<file path="config.mk">
export PLATFORM = sky130hd
export DESIGN_NAME = ila_uart_top
export DESIGN_NICKNAME = d
export VERILOG_FILES = /design/src/hdl/ila_pkg.sv /design/src/hdl/ila_ctrl_if.sv /design/src/hdl/uart_rx.sv /design/src/hdl/uart_tx.sv /design/src/hdl/ila_capture.sv /design/src/hdl/ila_cmd.sv /design/src/hdl/ila_uart_top.sv
export SDC_FILE = /design/constraint.sdc
export NUM_CORES = 1
export LEC_CHECK = 0
export BUFFER_PORTS_ARGS = -buffer_cell sky130_fd_sc_hd__buf_2
export CORE_AREA = 2 2 197 199
export CTS_BUF_LIST = sky130_fd_sc_hd__clkbuf_4 sky130_fd_sc_hd__clkbuf_8 sky130_fd_sc_hd__clkbuf_16
export CTS_CLUSTER_SIZE = 28
export DETAILED_ROUTE_END_ITERATION = 16
export DIE_AREA = 0 0 199 201
export PLACE_DENSITY = 0.65
export SLEW_MARGIN = 5
export SYNTH_ARGS = -nofsm -noshare
export SYNTH_HDL_FRONTEND = slang
export SYNTH_SLANG_ARGS = --single-unit
</file>
<file path="constraint.sdc">
create_clock -name clk -period 9.1 [get_ports clk]
set_input_delay 0.91 -clock clk [delete_from_list [all_inputs] [get_ports clk]]
set_output_delay 0.91 -clock clk [all_outputs]
set_load 0.01 [all_outputs]
</file>
<file path="src/hdl/ila_pkg.sv">
package ila_pkg;

	////////////////////////////////////////
	// Host command set

	// One opcode byte, then argument bytes; multi-byte replies big endian
	typedef enum logic [7:0] {
		CMD_NOP                = 8'h00, // No operation
		CMD_SET_MATCH_ALL      = 8'h01, // 1 arg, bit 0 selects AND
		CMD_SET_TRIG_MODE      = 8'h03, // Channel byte, then mode byte
		CMD_SET_COMPARE_TARGET = 8'h04, // Channel byte, then target byte
		CMD_ARM                = 8'h05, // Arm the trigger
		CMD_STOP               = 8'h06, // Disarm, abort capture
		CMD_FORCE              = 8'h07, // Trigger now, if armed
		CMD_GET_STATUS         = 8'h08, // 1 byte reply
		CMD_GET_CHANNEL_COUNT  = 8'h0a, // 1 byte reply
		CMD_GET_DATA           = 8'h0d, // DEPTH lines of CHANNELS bytes
		CMD_GET_DEPTH          = 8'h0e  // 2 byte reply
	} ila_cmd_t;

	////////////////////////////////////////
	// Comparators

	// Code 3 is unassigned and acts as never
	typedef enum logic [1:0] {
		COMPARE_NEVER     = 2'd0,
		COMPARE_EQUAL     = 2'd1,
		COMPARE_NOT_EQUAL = 2'd2
	} ila_compare_t;

	localparam int SAMPLE_BITS = 8; // Bits per probe channel

	////////////////////////////////////////
	// Status byte

	localparam int STATUS_ARMED     = 0;
	localparam int STATUS_CAPTURING = 1;
	localparam int STATUS_DONE      = 2; // Remaining bits read as zero

	// Serial framing
	// Start bit, 8 data bits, stop bit
	localparam int UART_FRAME_BITS = 10;

endpackage

</file>
<file path="src/hdl/ila_ctrl_if.sv">
interface ila_ctrl_if #(
	parameter int CHANNELS = 2,
	parameter int DEPTH    = 16
);
	import ila_pkg::*;

	localparam int ADDR_BITS = $clog2(DEPTH);

	// Trigger setup, held by the decoder
	logic                                 match_all;      // 1 = AND, 0 = OR
	ila_compare_t [CHANNELS-1:0]          compare_mode;
	logic [CHANNELS-1:0][SAMPLE_BITS-1:0] compare_target;

	// Single-cycle control strobes
	logic arm;
	logic stop;
	logic force_trig;

	// Buffer readback, data one cycle after rd_en
	logic                                 rd_en;
	logic [ADDR_BITS-1:0]                 rd_addr;
	logic [CHANNELS-1:0][SAMPLE_BITS-1:0] rd_data;

	logic [7:0] status; // Armed, capturing, done flags

	modport cmd (output match_all, compare_mode, compare_target, arm, stop, force_trig,
		rd_en, rd_addr, input status, rd_data);
	modport capture (input match_all, compare_mode, compare_target, arm, stop, force_trig,
		rd_en, rd_addr, output status, rd_data);

endinterface

</file>
<file path="src/hdl/uart_rx.sv">
module uart_rx (
	input  logic        clk,
	input  logic        rst,
	input  logic [15:0] clkdiv, // Clock cycles per bit
	input  logic        rxd,
	output logic        rx_valid,
	output logic [7:0]  rx_data
);

	typedef enum logic [1:0] {RX_IDLE, RX_START, RX_DATA, RX_STOP} rx_state_t;

	rx_state_t   state;
	logic        rxd_meta;  // Line synchronizer
	logic        rxd_s;
	logic [15:0] bit_cnt;   // Cycles into current bit
	logic [2:0]  bit_idx;
	logic [7:0]  shift;

	always_ff @(posedge clk) begin
		if (rst) begin
			state    <= RX_IDLE;
			rxd_meta <= 1'b1; // Idle line is high
			rxd_s    <= 1'b1;
			rx_valid <= 1'b0;
			bit_cnt  <= '0;
			bit_idx  <= '0;
		end else begin
			rxd_meta <= rxd;
			rxd_s    <= rxd_meta;
			rx_valid <= 1'b0;
			case (state)
				RX_IDLE: begin
					bit_cnt <= '0;
					if (!rxd_s)
						state <= RX_START; // Falling edge, possible start bit
				end
				RX_START: begin
					if (bit_cnt == {1'b0, clkdiv[15:1]}) begin // Middle of start bit
						bit_cnt <= '0;
						bit_idx <= '0;
						state   <= rxd_s ? RX_IDLE : RX_DATA; // Glitch goes back to idle
					end else
						bit_cnt <= bit_cnt + 16'd1;
				end
				RX_DATA: begin
					if (bit_cnt == clkdiv - 16'd1) begin
						bit_cnt <= '0;
						shift   <= {rxd_s, shift[7:1]}; // LSB first
						bit_idx <= bit_idx + 3'd1;
						if (bit_idx == 3'd7)
							state <= RX_STOP;
					end else
						bit_cnt <= bit_cnt + 16'd1;
				end
				default: begin // RX_STOP
					if (bit_cnt == clkdiv - 16'd1) begin
						state <= RX_IDLE;
						if (rxd_s) begin // Framing error drops the byte
							rx_valid <= 1'b1;
							rx_data  <= shift;
						end
					end else
						bit_cnt <= bit_cnt + 16'd1;
				end
			endcase
		end
	end

endmodule

</file>
<file path="src/hdl/uart_tx.sv">
module uart_tx (
	input  logic        clk,
	input  logic        rst,
	input  logic [15:0] clkdiv,  // Clock cycles per bit
	input  logic        tx_en,   // Load strobe, only honored when idle
	input  logic [7:0]  tx_data,
	output logic        txd,
	output logic        tx_done  // End of stop bit
);

	logic        busy;
	logic [15:0] bit_cnt;
	logic [3:0]  bit_idx;  // 0 is start bit, 9 is stop bit
	logic [8:0]  shift;    // Data bits, then stop bit

	always_ff @(posedge clk) begin
		if (rst) begin
			busy    <= 1'b0;
			txd     <= 1'b1;
			tx_done <= 1'b0;
			bit_cnt <= '0;
			bit_idx <= '0;
		end else begin
			tx_done <= 1'b0;
			if (!busy) begin
				if (tx_en) begin
					busy    <= 1'b1;
					txd     <= 1'b0; // Start bit
					shift   <= {1'b1, tx_data};
					bit_cnt <= '0;
					bit_idx <= '0;
				end
			end else if (bit_cnt == clkdiv - 16'd1) begin
				bit_cnt <= '0;
				if (bit_idx == 4'd9) begin // Stop bit finished
					busy    <= 1'b0;
					tx_done <= 1'b1;
				end else begin
					txd     <= shift[0];
					shift   <= {1'b1, shift[8:1]}; // Back-fill with idle level
					bit_idx <= bit_idx + 4'd1;
				end
			end else
				bit_cnt <= bit_cnt + 16'd1;
		end
	end

endmodule

</file>
<file path="src/hdl/ila_capture.sv">
module ila_capture #(
	parameter int CHANNELS = 2,
	parameter int DEPTH    = 16
) (
	input  logic                                          clk,
	input  logic                                          rst,
	input  logic [CHANNELS-1:0][ila_pkg::SAMPLE_BITS-1:0] probe_in,
	output logic                                          trig_out,
	ila_ctrl_if.capture                                   ctrl
);
	import ila_pkg::*;

	localparam int ADDR_BITS = $clog2(DEPTH);

	////////////////////////////////////////
	// Comparators

	logic [CHANNELS-1:0] hit;    // Per-channel compare result
	logic [CHANNELS-1:0] active; // Channel takes part in trigger
	logic                match;

	always_comb begin
		for (int i = 0; i < CHANNELS; i++) begin
			hit[i]    = 1'b0;
			active[i] = 1'b0;
			case (ctrl.compare_mode[i])
				COMPARE_EQUAL: begin
					active[i] = 1'b1;
					hit[i]    = (probe_in[i] == ctrl.compare_target[i]);
				end
				COMPARE_NOT_EQUAL: begin
					active[i] = 1'b1;
					hit[i]    = (probe_in[i] != ctrl.compare_target[i]);
				end
				default: ; // Never, plus unassigned code
			endcase
		end
	end

	// AND ignores inactive channels but needs at least one active
	assign match = ctrl.match_all ? (|active && &(hit | ~active)) : |hit;

	////////////////////////////////////////
	// Capture sequencer

	logic                 armed;
	logic                 capturing;
	logic                 done;
	logic [ADDR_BITS-1:0] wr_ptr;  // Next write slot during capture
	logic [ADDR_BITS-1:0] wr_addr;

	// Trigger sample lands in slot 0 in the same cycle
	assign trig_out = armed && !capturing && (match || ctrl.force_trig);
	assign wr_addr  = capturing ? wr_ptr : '0;

	always_ff @(posedge clk) begin
		if (rst) begin
			armed     <= 1'b0;
			capturing <= 1'b0;
			done      <= 1'b0;
			wr_ptr    <= '0;
		end else begin
			if (capturing) begin
				wr_ptr <= wr_ptr + 1'b1;
				if (wr_ptr == ADDR_BITS'(DEPTH - 1)) begin // Buffer full
					capturing <= 1'b0;
					armed     <= 1'b0;
					done      <= 1'b1;
				end
			end else if (trig_out) begin
				capturing <= 1'b1;
				wr_ptr    <= ADDR_BITS'(1);
			end else if (ctrl.arm) begin // Ignored while capturing
				armed <= 1'b1;
				done  <= 1'b0;
			end
			if (ctrl.stop) begin // Abort wins over everything
				armed     <= 1'b0;
				capturing <= 1'b0;
			end
		end
	end

	always_comb begin
		ctrl.status                   = '0;
		ctrl.status[STATUS_ARMED]     = armed;
		ctrl.status[STATUS_CAPTURING] = capturing;
		ctrl.status[STATUS_DONE]      = done;
	end

	////////////////////////////////////////
	// Sample buffer

	logic [CHANNELS-1:0][SAMPLE_BITS-1:0] mem [DEPTH];

	always_ff @(posedge clk) begin
		if (trig_out || capturing)
			mem[wr_addr] <= probe_in;
		if (ctrl.rd_en)
			ctrl.rd_data <= mem[ctrl.rd_addr]; // Synchronous read port
	end

endmodule

</file>
<file path="src/hdl/ila_cmd.sv">
module ila_cmd #(
	parameter int CHANNELS = 2,
	parameter int DEPTH    = 16
) (
	input  logic       clk,
	input  logic       rst,
	input  logic       rx_valid,
	input  logic [7:0] rx_data,
	output logic       tx_en,
	output logic [7:0] tx_data,
	input  logic       tx_done,
	ila_ctrl_if.cmd    ctrl
);
	import ila_pkg::*;

	localparam int          ADDR_BITS  = $clog2(DEPTH);
	localparam logic [15:0] DEPTH_WORD = 16'(DEPTH); // Depth as sent to host

	typedef enum logic [2:0] {
		ST_IDLE,      // Waiting for opcode
		ST_CHANNEL,   // Channel index argument
		ST_ARG,       // Mode, target or match-all byte
		ST_TX_HOLD,   // Last reply byte in flight
		ST_DEPTH,     // Depth high byte in flight
		ST_DATA_WAIT, // Buffer read pending
		ST_DATA_SEND  // Sending bytes of one line
	} state_t;

	state_t                          state;
	ila_cmd_t                        cur_cmd;
	logic [7:0]                      cur_channel;
	logic [7:0]                      byte_idx;   // Byte of line now on the wire
	logic [CHANNELS*SAMPLE_BITS-1:0] line;       // Rest of line, next byte at bottom

	always_ff @(posedge clk) begin
		if (rst) begin
			state             <= ST_IDLE;
			cur_cmd           <= CMD_NOP;
			cur_channel       <= '0;
			byte_idx          <= '0;
			tx_en             <= 1'b0;
			ctrl.arm          <= 1'b0;
			ctrl.stop         <= 1'b0;
			ctrl.force_trig   <= 1'b0;
			ctrl.rd_en        <= 1'b0;
			ctrl.rd_addr      <= '0;
			ctrl.match_all    <= 1'b0; // OR combine
			for (int i = 0; i < CHANNELS; i++)
				ctrl.compare_mode[i] <= COMPARE_NEVER;
		end else begin
			// Strobes last one cycle
			tx_en           <= 1'b0;
			ctrl.arm        <= 1'b0;
			ctrl.stop       <= 1'b0;
			ctrl.force_trig <= 1'b0;
			ctrl.rd_en      <= 1'b0;

			case (state)
				////////////////////////////////////////
				// Opcode dispatch
				ST_IDLE: begin
					if (rx_valid) begin
						cur_cmd <= ila_cmd_t'(rx_data);
						case (ila_cmd_t'(rx_data))
							CMD_SET_MATCH_ALL:      state <= ST_ARG;
							CMD_SET_TRIG_MODE:      state <= ST_CHANNEL;
							CMD_SET_COMPARE_TARGET: state <= ST_CHANNEL;
							CMD_ARM:                ctrl.arm        <= 1'b1;
							CMD_STOP:               ctrl.stop       <= 1'b1;
							CMD_FORCE:              ctrl.force_trig <= 1'b1;
							CMD_GET_STATUS: begin
								tx_en   <= 1'b1;
								tx_data <= ctrl.status;
								state   <= ST_TX_HOLD;
							end
							CMD_GET_CHANNEL_COUNT: begin
								tx_en   <= 1'b1;
								tx_data <= 8'(CHANNELS);
								state   <= ST_TX_HOLD;
							end
							CMD_GET_DEPTH: begin
								tx_en   <= 1'b1;
								tx_data <= DEPTH_WORD[15:8]; // Big endian
								state   <= ST_DEPTH;
							end
							CMD_GET_DATA: begin
								ctrl.rd_en   <= 1'b1;
								ctrl.rd_addr <= '0;
								byte_idx     <= '0;
								state        <= ST_DATA_WAIT;
							end
							default: ; // NOP and unknown codes
						endcase
					end
				end

				////////////////////////////////////////
				// Configuration arguments
				ST_CHANNEL: begin
					if (rx_valid) begin
						cur_channel <= rx_data;
						state       <= ST_ARG;
					end
				end
				ST_ARG: begin
					if (rx_valid) begin
						state <= ST_IDLE;
						if (cur_cmd == CMD_SET_MATCH_ALL)
							ctrl.match_all <= rx_data[0];
						// Out of range channel matches nothing here
						for (int i = 0; i < CHANNELS; i++) begin
							if (cur_channel == 8'(i)) begin
								if (cur_cmd == CMD_SET_TRIG_MODE)
									ctrl.compare_mode[i] <= ila_compare_t'(rx_data[1:0]);
								else if (cur_cmd == CMD_SET_COMPARE_TARGET)
									ctrl.compare_target[i] <= rx_data;
							end
						end
					end
				end

				////////////////////////////////////////
				// Replies
				ST_TX_HOLD: begin
					if (tx_done)
						state <= ST_IDLE; // Command complete
				end
				ST_DEPTH: begin
					if (tx_done) begin
						tx_en   <= 1'b1;
						tx_data <= DEPTH_WORD[7:0];
						state   <= ST_TX_HOLD;
					end
				end
				ST_DATA_WAIT: begin
					if (!ctrl.rd_en) begin // Read data valid now
						tx_en   <= 1'b1;
						tx_data <= ctrl.rd_data[0];
						line    <= ctrl.rd_data >> SAMPLE_BITS;
						state   <= ST_DATA_SEND;
					end
				end
				default: begin // ST_DATA_SEND
					if (tx_done) begin
						if (byte_idx == 8'(CHANNELS - 1)) begin
							byte_idx <= '0;
							if (ctrl.rd_addr == ADDR_BITS'(DEPTH - 1))
								state <= ST_IDLE; // Last line sent
							else begin
								ctrl.rd_en   <= 1'b1;
								ctrl.rd_addr <= ctrl.rd_addr + 1'b1;
								state        <= ST_DATA_WAIT;
							end
						end else begin
							tx_en    <= 1'b1;
							tx_data  <= line[7:0];
							line     <= line >> SAMPLE_BITS;
							byte_idx <= byte_idx + 8'd1;
						end
					end
				end
			endcase
		end
	end

endmodule

</file>
<file path="src/hdl/ila_uart_top.sv">
module ila_uart_top #(
	parameter int CHANNELS = 2,  // 1 to 255
	parameter int DEPTH    = 16  // Power of two
) (
	input  logic                                          clk,
	input  logic                                          rst,
	input  logic [CHANNELS-1:0][ila_pkg::SAMPLE_BITS-1:0] probe_in,
	input  logic [15:0]                                   clkdiv,  // Cycles per UART bit
	input  logic                                          uart_rxd,
	output logic                                          uart_txd,
	output logic                                          trig_out
);

	////////////////////////////////////////
	// Serial link

	logic       rx_valid;
	logic [7:0] rx_data;
	logic       tx_en;
	logic [7:0] tx_data;
	logic       tx_done;

	uart_rx u_rx (
		.clk      (clk),
		.rst      (rst),
		.clkdiv   (clkdiv),
		.rxd      (uart_rxd),
		.rx_valid (rx_valid),
		.rx_data  (rx_data)
	);

	uart_tx u_tx (
		.clk     (clk),
		.rst     (rst),
		.clkdiv  (clkdiv),
		.tx_en   (tx_en),
		.tx_data (tx_data),
		.txd     (uart_txd),
		.tx_done (tx_done)
	);

	////////////////////////////////////////
	// Decoder and capture engine

	ila_ctrl_if #(.CHANNELS(CHANNELS), .DEPTH(DEPTH)) ctrl_bus ();

	ila_cmd #(.CHANNELS(CHANNELS), .DEPTH(DEPTH)) u_cmd (
		.clk      (clk),
		.rst      (rst),
		.rx_valid (rx_valid),
		.rx_data  (rx_data),
		.tx_en    (tx_en),
		.tx_data  (tx_data),
		.tx_done  (tx_done),
		.ctrl     (ctrl_bus.cmd)
	);

	ila_capture #(.CHANNELS(CHANNELS), .DEPTH(DEPTH)) u_capture (
		.clk      (clk),
		.rst      (rst),
		.probe_in (probe_in),
		.trig_out (trig_out),
		.ctrl     (ctrl_bus.capture)
	);

endmodule

</file>
==> impl_metrics.tcl, run 1 <==
set metrics [dict create \
    die_h_microns 201 \
    placedCellCount 1809 \
    leakage_nw 6.745 \
    grt_pass1_wl_microns 64290 \
    max_freq_mhz 229.8 \
    slew_violations 0 \
    tritoncts "done" \
    clock_latency_ns 0.58 \
    placed_cell_area_sq_mm 0.01939 \
    antenna_left 0 \
    netlist_area_sq_mm 0.01863 \
    track_usage 0.2127 \
    cp-start-kind "primary input" \
    synth_seq_area_share 0.6308 \
    layout_commonest_cell "edfxtp_1" \
    finalSetupViolations 0 \
    wl_per_cell_microns 21.82 \
    initial_core_util 0.4888 \
    drt-vias-per-instance 5.883 \
    drt-total-wl_microns 41280 \
    dr.pass1.iters 5 \
    cts.sinks 423 \
    cp.arrival_ns 4.53 \
    min_from "u_rx.rxd_meta" \
    fin_cells 1892 \
    clk_pin_slew_ns 0.06 \
    die_area_sq_mm 0.04000 \
    drc 0 \
    p_per_area_mw_per_mm2 196.0 \
    post-route-cell-area_sq_mm 0.02094 \
    dr_total_vias 11130 \
    drt_iter0_markers 840 \
    row_count 72 \
    ys_ff_latch 423 \
    antenna_found_initial 1 \
    ir_drop_v 0.0001700 \
    cts_root_buf "clkbuf_16" \
    finalSetupTns_ns 0 \
    status "finished clean" \
    synth-edff-count 328 \
    io_pins 37 \
    drive_gt1_frac 0.1943 \
    rsz0062_at_grt "no" \
    maxCapViolations 0 \
    synthFlopType "edfxtp_1" \
    htree_levels 2 \
    syn_nets 1362 \
    grt_max_degree 71 \
    fin_total_pwr_mw 4.105 \
    fin_skew_ns 0.03739 \
    worst_pin_slew_ns 1.163 \
    die_w_microns 199 \
    grt.overflow.total 0 \
    max_slew_margin 0.2199 \
    worstSetupPathType "in2reg" \
    netlist_instances 1307 \
    finalCritPeriodShare 0.4783 \
    clockBufferDepth 3 \
    startpoint "clkdiv[1]" \
    core_sq_mm 0.03811 \
    mostFrequentLayoutCells "328 x edfxtp_1, 93 x dfxtp_1, 85 x nand2_1, 80 x mux4_2, 67 x a21oi_1" \
    grt_pass1_vias 10845 \
    nets 1393 \
    worstPathRequired_ns 9.28 \
    hold_violations 0 \
    endpoint_kind "flip-flop" \
    place_congestion 0.8684 \
    synth.avg_cell_area_sq_um 14.25 \
    cts_inserted_buffers 45 \
    hold_ws_ns 0.4090 \
    rr_startpoint "u_rx.bit_cnt[0]" \
    yosys_warnings 0 \
    post-route-min-period_ns 4.352 \
    hpwl_microns 26210 \
    syn_to_final_growth_pct 12.40 \
    io_buffers 36 \
    antenna_cells 0 \
    hp-class "reg2reg" \
    synth.distinct_cells 79 \
    postCtsHoldBufs 0 \
    worstPathMaxFanout 10 \
    cts_setup_buffers 0 \
    post_cts_resized 0 \
    postSynth.asyncResetShare 0 \
]
## flip-flops by register name, summed over array words and instances (netlist names), 2 cells and up
signal	count
u_tx.bit_cnt	16
u_cmd.tx_data	8
u_cmd.ctrl.rd_addr	4
u_cmd.byte_idx	8
u_capture.wr_ptr	4
u_cmd.ctrl.compare_target	16
u_cmd.line	8
u_tx.shift	8
u_tx.bit_idx	4
u_cmd.ctrl.compare_mode	4
u_rx.bit_idx	3
u_rx.shift	8
u_cmd.cur_channel	8
u_rx.bit_cnt	16
u_rx.rx_data	8
u_cmd.state	3
u_cmd.cur_cmd	8
u_capture.mem	256
u_capture.ctrl.rd_data	16
u_rx.state	2
## where the power goes
part / switching, mW / leakage, nW / internal, mW
clock network: 0.749 / 0.765 / 1.14
logic: 0.0878 / 2.26 / 0.0449
registers: 0.00928 / 3.72 / 2.08
total: 0.846 / 6.74 / 3.26
## routing by layer
metal,up-vias,track usage,part of all wire
met5,-,0,0.00017
met4,2,0.05437,0.020
met3,64,0.03898,0.058
met2,313,0.3324,0.48
met1,5644,0.3094,0.45
li1,5107,-,-
## cell usage after synthesis (9+ instances only)
library cell,n,area share
mux2i_1,16,0.0086
nand2b_1,27,0.0091
ha_1,20,0.013
nor3_1,32,0.0086
dfxtp_1,95,0.10
and3_1,11,0.0037
or4_1,15,0.0060
nor2_1,68,0.014
nand4_1,16,0.0054
nor4_1,19,0.0064
mux4_2,80,0.097
buf_1,11,0.0022
edfxtp_1,328,0.53
or3_1,14,0.0047
inv_1,35,0.0071
and2_1,14,0.0047
a31oi_1,14,0.0047
a21oi_1,67,0.018
nand2_1,85,0.017
nor2b_1,9,0.0030
clkbuf_1,52,0.010
xnor2_1,21,0.0099
xor2_1,50,0.024
o31ai_1,12,0.0048
nand3_1,36,0.0097
buf_2,9,0.0024
o21ai_0,26,0.0070
## final timing paths
| check | slack [ns] | endpoint | cells past startpoint |
|---|---|---|---|
| max | 4.75 | u_tx.shift[7] | 10 |
| min | 0.41 | u_rx.rxd_s | 1 |
| max reg2reg | 5.69 | u_rx.shift[4] | 8 |
| min reg2reg | 0.41 | u_rx.rxd_s | 1 |
## layout make-up
| cell class | count | area [sq um] |
|---|---|---|
| clock buffer | 55 | 1231 |
| clock inverter | 28 | 317.8 |
| fill | 3054 | 17170 |
| inverter | 35 | 131.4 |
| multi-input combinational | 773 | 6492 |
| sequential | 423 | 11760 |
| tap | 518 | 648.1 |
| timing repair buffer | 60 | 360.3 |
## metrics by stage
step,util,worst slack (ns)
2_1_floorplan,-,5.071
3_3_place_gp,0.5088,4.279
3_5_place_dp,0.5088,4.152
4_1_cts,0.5494,4.739
5_1_grt,0.5494,4.396
6_report,0.5494,4.748
## critical path: stages
cell	delay (ns)
buf_2	0.16
inv_1	0.07
ha_1	0.24
nor3b_2	0.62
nand3_1	0.25
or3_1	0.41
a221oi_1	0.69
and2_1	0.30
nand3_1	0.20
a21oi_1	0.67
## cells by family after synthesis
group                    share of synthesized area
AO/OA/AOI/OAI                              0.06556
XOR/XNOR                                   0.04433
adder cells (fa/ha/maj)                    0.01343
buffers and inverters                      0.02438
flip-flops                                  0.6308
multiplexers                                0.1096
AND/OR/NAND/NOR                             0.1119
No activity file was read; power rests on OpenSTA's default activity.
==> run 2: changes to the inputs <==
Clock period 9.1 ns to 4.5 ns, I/O delays scaled along.
==> impl_metrics.tcl, run 2 (synthesis results as in run 1) <==
set metrics [dict create \
    endpoint_kind "flip-flop" \
    fin_total_pwr_mw 8.015 \
    layout_commonest_cell "edfxtp_1" \
    worstPathMaxFanout 15 \
    post_cts_resized 0 \
    drt_iter0_markers 953 \
    hp-class "in2reg" \
    track_usage 0.2149 \
    hold_violations 0 \
    slew_violations 0 \
    nets 1400 \
    cp.arrival_ns 3.83 \
    grt_pass1_wl_microns 64500 \
    drt-vias-per-instance 5.846 \
    post-route-cell-area_sq_mm 0.02088 \
    clockBufferDepth 3 \
    leakage_nw 6.735 \
    post-route-min-period_ns 3.333 \
    cts_inserted_buffers 44 \
    rsz0062_at_grt "no" \
    io_buffers 36 \
    max_slew_margin 0.1699 \
    worst_pin_slew_ns 1.244 \
    antenna_left 0 \
    finalCritPeriodShare 0.7407 \
    maxCapViolations 0 \
    hold_ws_ns 0.04980 \
    cts.sinks 423 \
    drive_gt1_frac 0.1967 \
    fin_skew_ns 0.02072 \
    mostFrequentLayoutCells "328 x edfxtp_1, 93 x dfxtp_1, 85 x nand2_1, 80 x mux4_2, 67 x a21oi_1" \
    switching_share 0.2080 \
    drc 0 \
    fin_cells 1896 \
    core_sq_mm 0.03811 \
    dr_total_vias 11084 \
    antenna_found_initial 0 \
    hpwl_microns 26990 \
    combPwrFrac 0.034 \
    place_congestion 0.8626 \
    antenna_cells 0 \
    p_per_area_mw_per_mm2 383.8 \
    clk_pin_slew_ns 0.06 \
    grt_max_degree 52 \
    grt_pass1_vias 10750 \
    drt-total-wl_microns 41630 \
    cts_root_buf "clkbuf_16" \
    row_count 72 \
    finalSetupTns_ns 0 \
    max_freq_mhz 300.0 \
    cpPeakStageDelay_ns 0.72 \
    largest_reg_flops 256 \
    wl_per_cell_microns 21.96 \
    htree_levels 2 \
    placed_cell_area_sq_mm 0.01946 \
    setup_slack_ns 1.167 \
    power_frac_seq 0.526 \
    postCtsHoldBufs 0 \
    top_register "u_capture.mem" \
    syn_to_final_growth_pct 12.11 \
    fillers 3068 \
    worstSetupPathType "in2reg" \
    worstPathRequired_ns 5.00 \
    dr.pass1.iters 5 \
    die_area_sq_mm 0.04000 \
    crit_path_frequent_cell "or4_1" \
    clkPwrFrac 0.440 \
    initial_core_util 0.4888 \
    crit_family "simple AND/OR/NAND/NOR gates" \
    seqCellArea_sq_mm 0.01176 \
    die_w_microns 199 \
    place_ws_ns 0.6171 \
    p_int_mw 6.348 \
    utilization 0.5480 \
    crit_buf_inv 1 \
    critPathSlowestCell "or4_1" \
    cp-start-kind "primary input" \
    clock_latency_ns 0.58 \
    netSwitchingPower_mw 1.667 \
    placedCellCount 1817 \
    grt.overflow.total 0 \
    crit_chain "buf_2, or4_1, nor4_4, xor2_1, a2111oi_2, nand4_4, o31a_1, or4_1, a21oi_1" \
    die_h_microns 201 \
    finalSetupViolations 0 \
    cts_setup_buffers 0 \
    ir_drop_v 0.0003072 \
    tritoncts "done" \
    io_pins 37 \
    multi_input_area_sq_mm 0.006492 \
    status "finished clean" \
]
[run 2: cell count changes in the layout (fill, tap and decap cells not counted), sizes merged]
cell / previous run / this run
inv: 36 / 35
clkinvlp: 2 / 1
buf: 60 / 68
clkinv: 19 / 22
bufinv: 6 / 3
clkbuf: 55 / 53
[run 2: cell type report]
| class | instances | share of cell area |
|---|---|---|
| well taps | 518 | 0.03103 |
| clock buffers | 53 | 0.05680 |
| flip-flops and latches | 423 | 0.5629 |
| inverters | 35 | 0.006291 |
| multi-input cells | 773 | 0.3109 |
| clock inverters | 26 | 0.01132 |
| repair buffers | 68 | 0.02073 |
[run 2: worst reg2reg max path, delay by kind of cell, from the launching register on]
kind	cells	cell delay [ns]
xor gates and xnor gates	1	0.20
DFF	1	0.64
AOI/OAI and AO/OA	3	0.53
and+or+nand+nor	4	1.50
[run 2: metal layers]
metal / track usage / share of wire / vias to the layer above
li1: - / - / 5124
met1: 0.3108 / 0.44 / 5594
met2: 0.3430 / 0.48 / 310
met3: 0.02806 / 0.058 / 56
met4: 0.06210 / 0.022 / 0
met5: 0 / 0 / -
[run 2: worst paths after layout]
kind,to,depth (start not counted),slack (ns),startpoint
hold reg to reg,u_rx.rxd_s,1,0.42,u_rx.rxd_meta
setup reg to reg,u_rx.shift[1],8,1.27,u_rx.bit_cnt[0]
hold / removal,u_rx.rxd_meta,2,0.05,uart_rxd
setup / recovery,u_rx.state[0],9,1.17,clkdiv[4]
[run 2: power groups by stage]
stage	clock network (mW)	logic (mW)	registers, mW
CTS	3.60	0.271	4.22
global route	3.77	0.302	4.22
floorplan	0	0.182	4.29
detailed placement	0	0.269	4.30
finish	3.53	0.272	4.22
global placement	0	0.265	4.30
==> run 3: changes to the inputs <==
Settings changed: ABC_AREA from default to 1, CORE_AREA 2 2 197 199 to 2 2 199 201, DIE_AREA 0 0 199 201 to 0 0 201 203, PLACE_DENSITY 0.65 to 0.68.
Clock period 4.5 ns to 3.04 ns, I/O delays scaled along.
==> impl_metrics.tcl, run 3 <==
set metrics [dict create \
    grt.overflow.total 0 \
    power_frac_seq 0.508 \
    worstPathMaxFanout 7 \
    switching_share 0.2046 \
    syn_nets 1924 \
    finalSetupViolations 0 \
    initial_core_util 0.4953 \
    io_pins 37 \
    mostFrequentLayoutCells "328 x edfxtp_1, 302 x nand2_1, 270 x nor2_1, 149 x inv_1, 139 x nand3_1" \
    synth.distinct_cells 55 \
    die_w_microns 201 \
    core_sq_mm 0.03847 \
    worst_pin_slew_ns 1.192 \
    rsz0062_at_grt "no" \
    row_count 72 \
    leakage_nw 7.695 \
    max_slew_margin 0.2047 \
    largest_reg_flops 256 \
    fin_skew_ns 0.01662 \
    synth.avg_cell_area_sq_um 10.20 \
    post-route-cell-area_sq_mm 0.02157 \
    ir_drop_v 0.0005659 \
    clkPwrFrac 0.456 \
    yosys.area.top_type "edfxtp_1" \
    ys_top_cells_by_count "328 x edfxtp_1, 302 x nand2_1, 286 x nor2_1" \
    met3WireLength_microns 3237 \
    top_layer "met5" \
    finalSetupTns_ns 0 \
    combPwrFrac 0.035 \
    maxCapViolations 0 \
    dr_total_vias 14038 \
    postSynth.asyncResetShare 0 \
    hp-class "in2reg" \
    yosys_warnings 0 \
    route.met2.wl_microns 22620 \
    synth.area.top_cells "edfxtp_1 52%, dfxtp_1 10%, nand2_1 5.9%" \
    drt-total-wl_microns 48170 \
    synth-edff-count 328 \
    max_freq_mhz 349.6 \
    placed_cell_area_sq_mm 0.02000 \
    endpoint_kind "output port" \
    synth_seq_area_share 0.6167 \
    hold_violations 0 \
    grt_pass1_vias 13445 \
    synth-simple-area-share 0.2038 \
    die_area_sq_mm 0.04080 \
    wl_per_cell_microns 19.45 \
    worstPathRequired_ns 2.74 \
    grt_pass1_wl_microns 75460 \
    p_per_area_mw_per_mm2 569.5 \
    grt_max_degree 57 \
    drc 0 \
    post-route-min-period_ns 2.861 \
    slew_violations 0 \
    cts_inserted_buffers 44 \
    wl_met1_microns 20680 \
    post-synth-top-count-cell "edfxtp_1" \
    hpwl_microns 30850 \
    netSwitchingPower_mw 2.513 \
    top_register "u_capture.mem" \
    drt-vias-per-instance 5.667 \
    cp-start-kind "flip-flop" \
    clock_latency_ns 0.57 \
    utilization 0.5606 \
    die_h_microns 203 \
    clk_pin_slew_ns 0.06 \
    synth_top_area_share 0.5169 \
    netlist_area_sq_mm 0.01905 \
    finalCritPeriodShare 0.9410 \
    drt_iter0_markers 1198 \
    worstSetupPathType "reg2out" \
    p_int_mw 9.770 \
    cts.sinks 423 \
    layout_commonest_cell "edfxtp_1" \
    place_congestion 0.9419 \
    clockBufferDepth 3 \
    ys_ff_latch 423 \
    drive_gt1_frac 0.1175 \
    synth_compound_area_frac 0.08746 \
    dr.pass1.iters 7 \
    cts_root_buf "clkbuf_16" \
    antenna_left 0 \
    synthFlopType "edfxtp_1" \
    nets 1980 \
    netlist_instances 1869 \
    htree_levels 2 \
    yosys.area_share.adder 0.01313 \
    track_usage 0.2387 \
    cp.arrival_ns 2.56 \
    io_buffers 36 \
    synthXorXnorAreaFrac 0.01839 \
    status "finished clean" \
    syn_to_final_growth_pct 13.18 \
    antenna_found_initial 3 \
    tritoncts "done" \
    synth_top_family_by_area "simple AND/OR/NAND/NOR gates" \
    synth_mux_area_frac 0.01418 \
    cts_setup_buffers 0 \
]
## run 3: cell types whose count changed after synthesis, sizes merged, moves of 26 or more
cell    delta
inv      +116
nor2     +234
o21ai     +75
o32ai     +34
o221ai    +29
mux4      -80
nand3    +108
xor2      -31
nand4     +26
nand2b    -27
nand2    +231
## run 3: final cells by class
cell class	count	area [sq um]
Antenna cell	1	2.502
Inverter	153	574.3
Fill cell	3263	16900
Timing Repair Buffer	84	568.0
Sequential cell	423	11760
Clock buffer	66	1386
Multi-Input combinational cell	1219	6471
Clock inverter	13	156.4
Tap cell	518	648.1
## run 3: worst max-delay path, cell delays in order (launching register included)
cell and delay (ns):
edfxtp_1 0.46, xnor2_1 0.20, nand2_1 0.16, nor2_2 0.20
nand3_1 0.11, and2_1 0.17, nand2_1 0.06, nand2_1 0.04
nand3_1 0.09, nand2_1 0.17, inv_1 0.19, buf_2 0.16
## run 3: worst paths after layout
| check | slack [ns] | end | cells past startpoint | start |
|---|---|---|---|---|
| setup reg to reg | 0.47 | u_capture.mem[0][11] | 13 | u_cmd.ctrl.compare_target[4] |
| setup / recovery | 0.18 | trig_out | 11 | u_cmd.ctrl.compare_target[4] |
| hold reg to reg | 0.41 | u_rx.rxd_s | 1 | u_rx.rxd_meta |
| hold / removal | 0.08 | u_capture.mem[3][13] | 1 | probe_in[13] |
## run 3: power groups by stage
| stage | Combinational [mW] | Clock, mW | Sequential (mW) |
|---|---|---|---|
| floorplan | 0.272 | 0 | 6.36 |
| global placement | 0.417 | 0 | 6.37 |
| detailed placement | 0.429 | 0 | 6.37 |
| CTS | 0.432 | 5.71 | 6.24 |
| global route | 0.487 | 5.94 | 6.24 |
| finish | 0.433 | 5.60 | 6.24 |
## run 3: what timing repair did
| action | 4_1_cts | 5_1_grt |
|---|---|---|
| gates resized for setup | 0 | 2 |
| setup endpoints to repair | 0 | 1 |
| hold endpoints to repair | 1 | 0 |
| hold buffers | 1 | 0 |
## run 3: cell families (layout without fill, tap and decap cells)
kind of cell	count (synthesis)	in the layout
muxes	27	27
adders and majority gates	20	20
DFF	423	423
xor gates and xnor gates	40	40
other	0	1
and+or+nand+nor	868	868
buffers and inverters	227	316
AOI/OAI and AO/OA	264	264
## run 3: layer usage
layer | track usage | up-vias
met5 | 0 | -
met4 | 0.09339 | 4
met3 | 0.04029 | 119
met2 | 0.3926 | 502
met1 | 0.3175 | 6746
li1 | - | 6667
## run 3: stage by stage
step | hold WS (ns) | setup WS, ns | total power, mW | std cells
finish | 0.07693 | 0.1793 | 12.28 | 2477
global route | 0.05245 | 0.03152 | 12.68 | 2476
CTS | 0.06168 | 0.07843 | 12.39 | 2476
detailed placement | 0.3972 | 0.2542 | 6.796 | 2396
global placement | 0.3911 | 0.2532 | 6.783 | 2396
floorplan | 0.3895 | 0.3241 | 6.636 | 1869
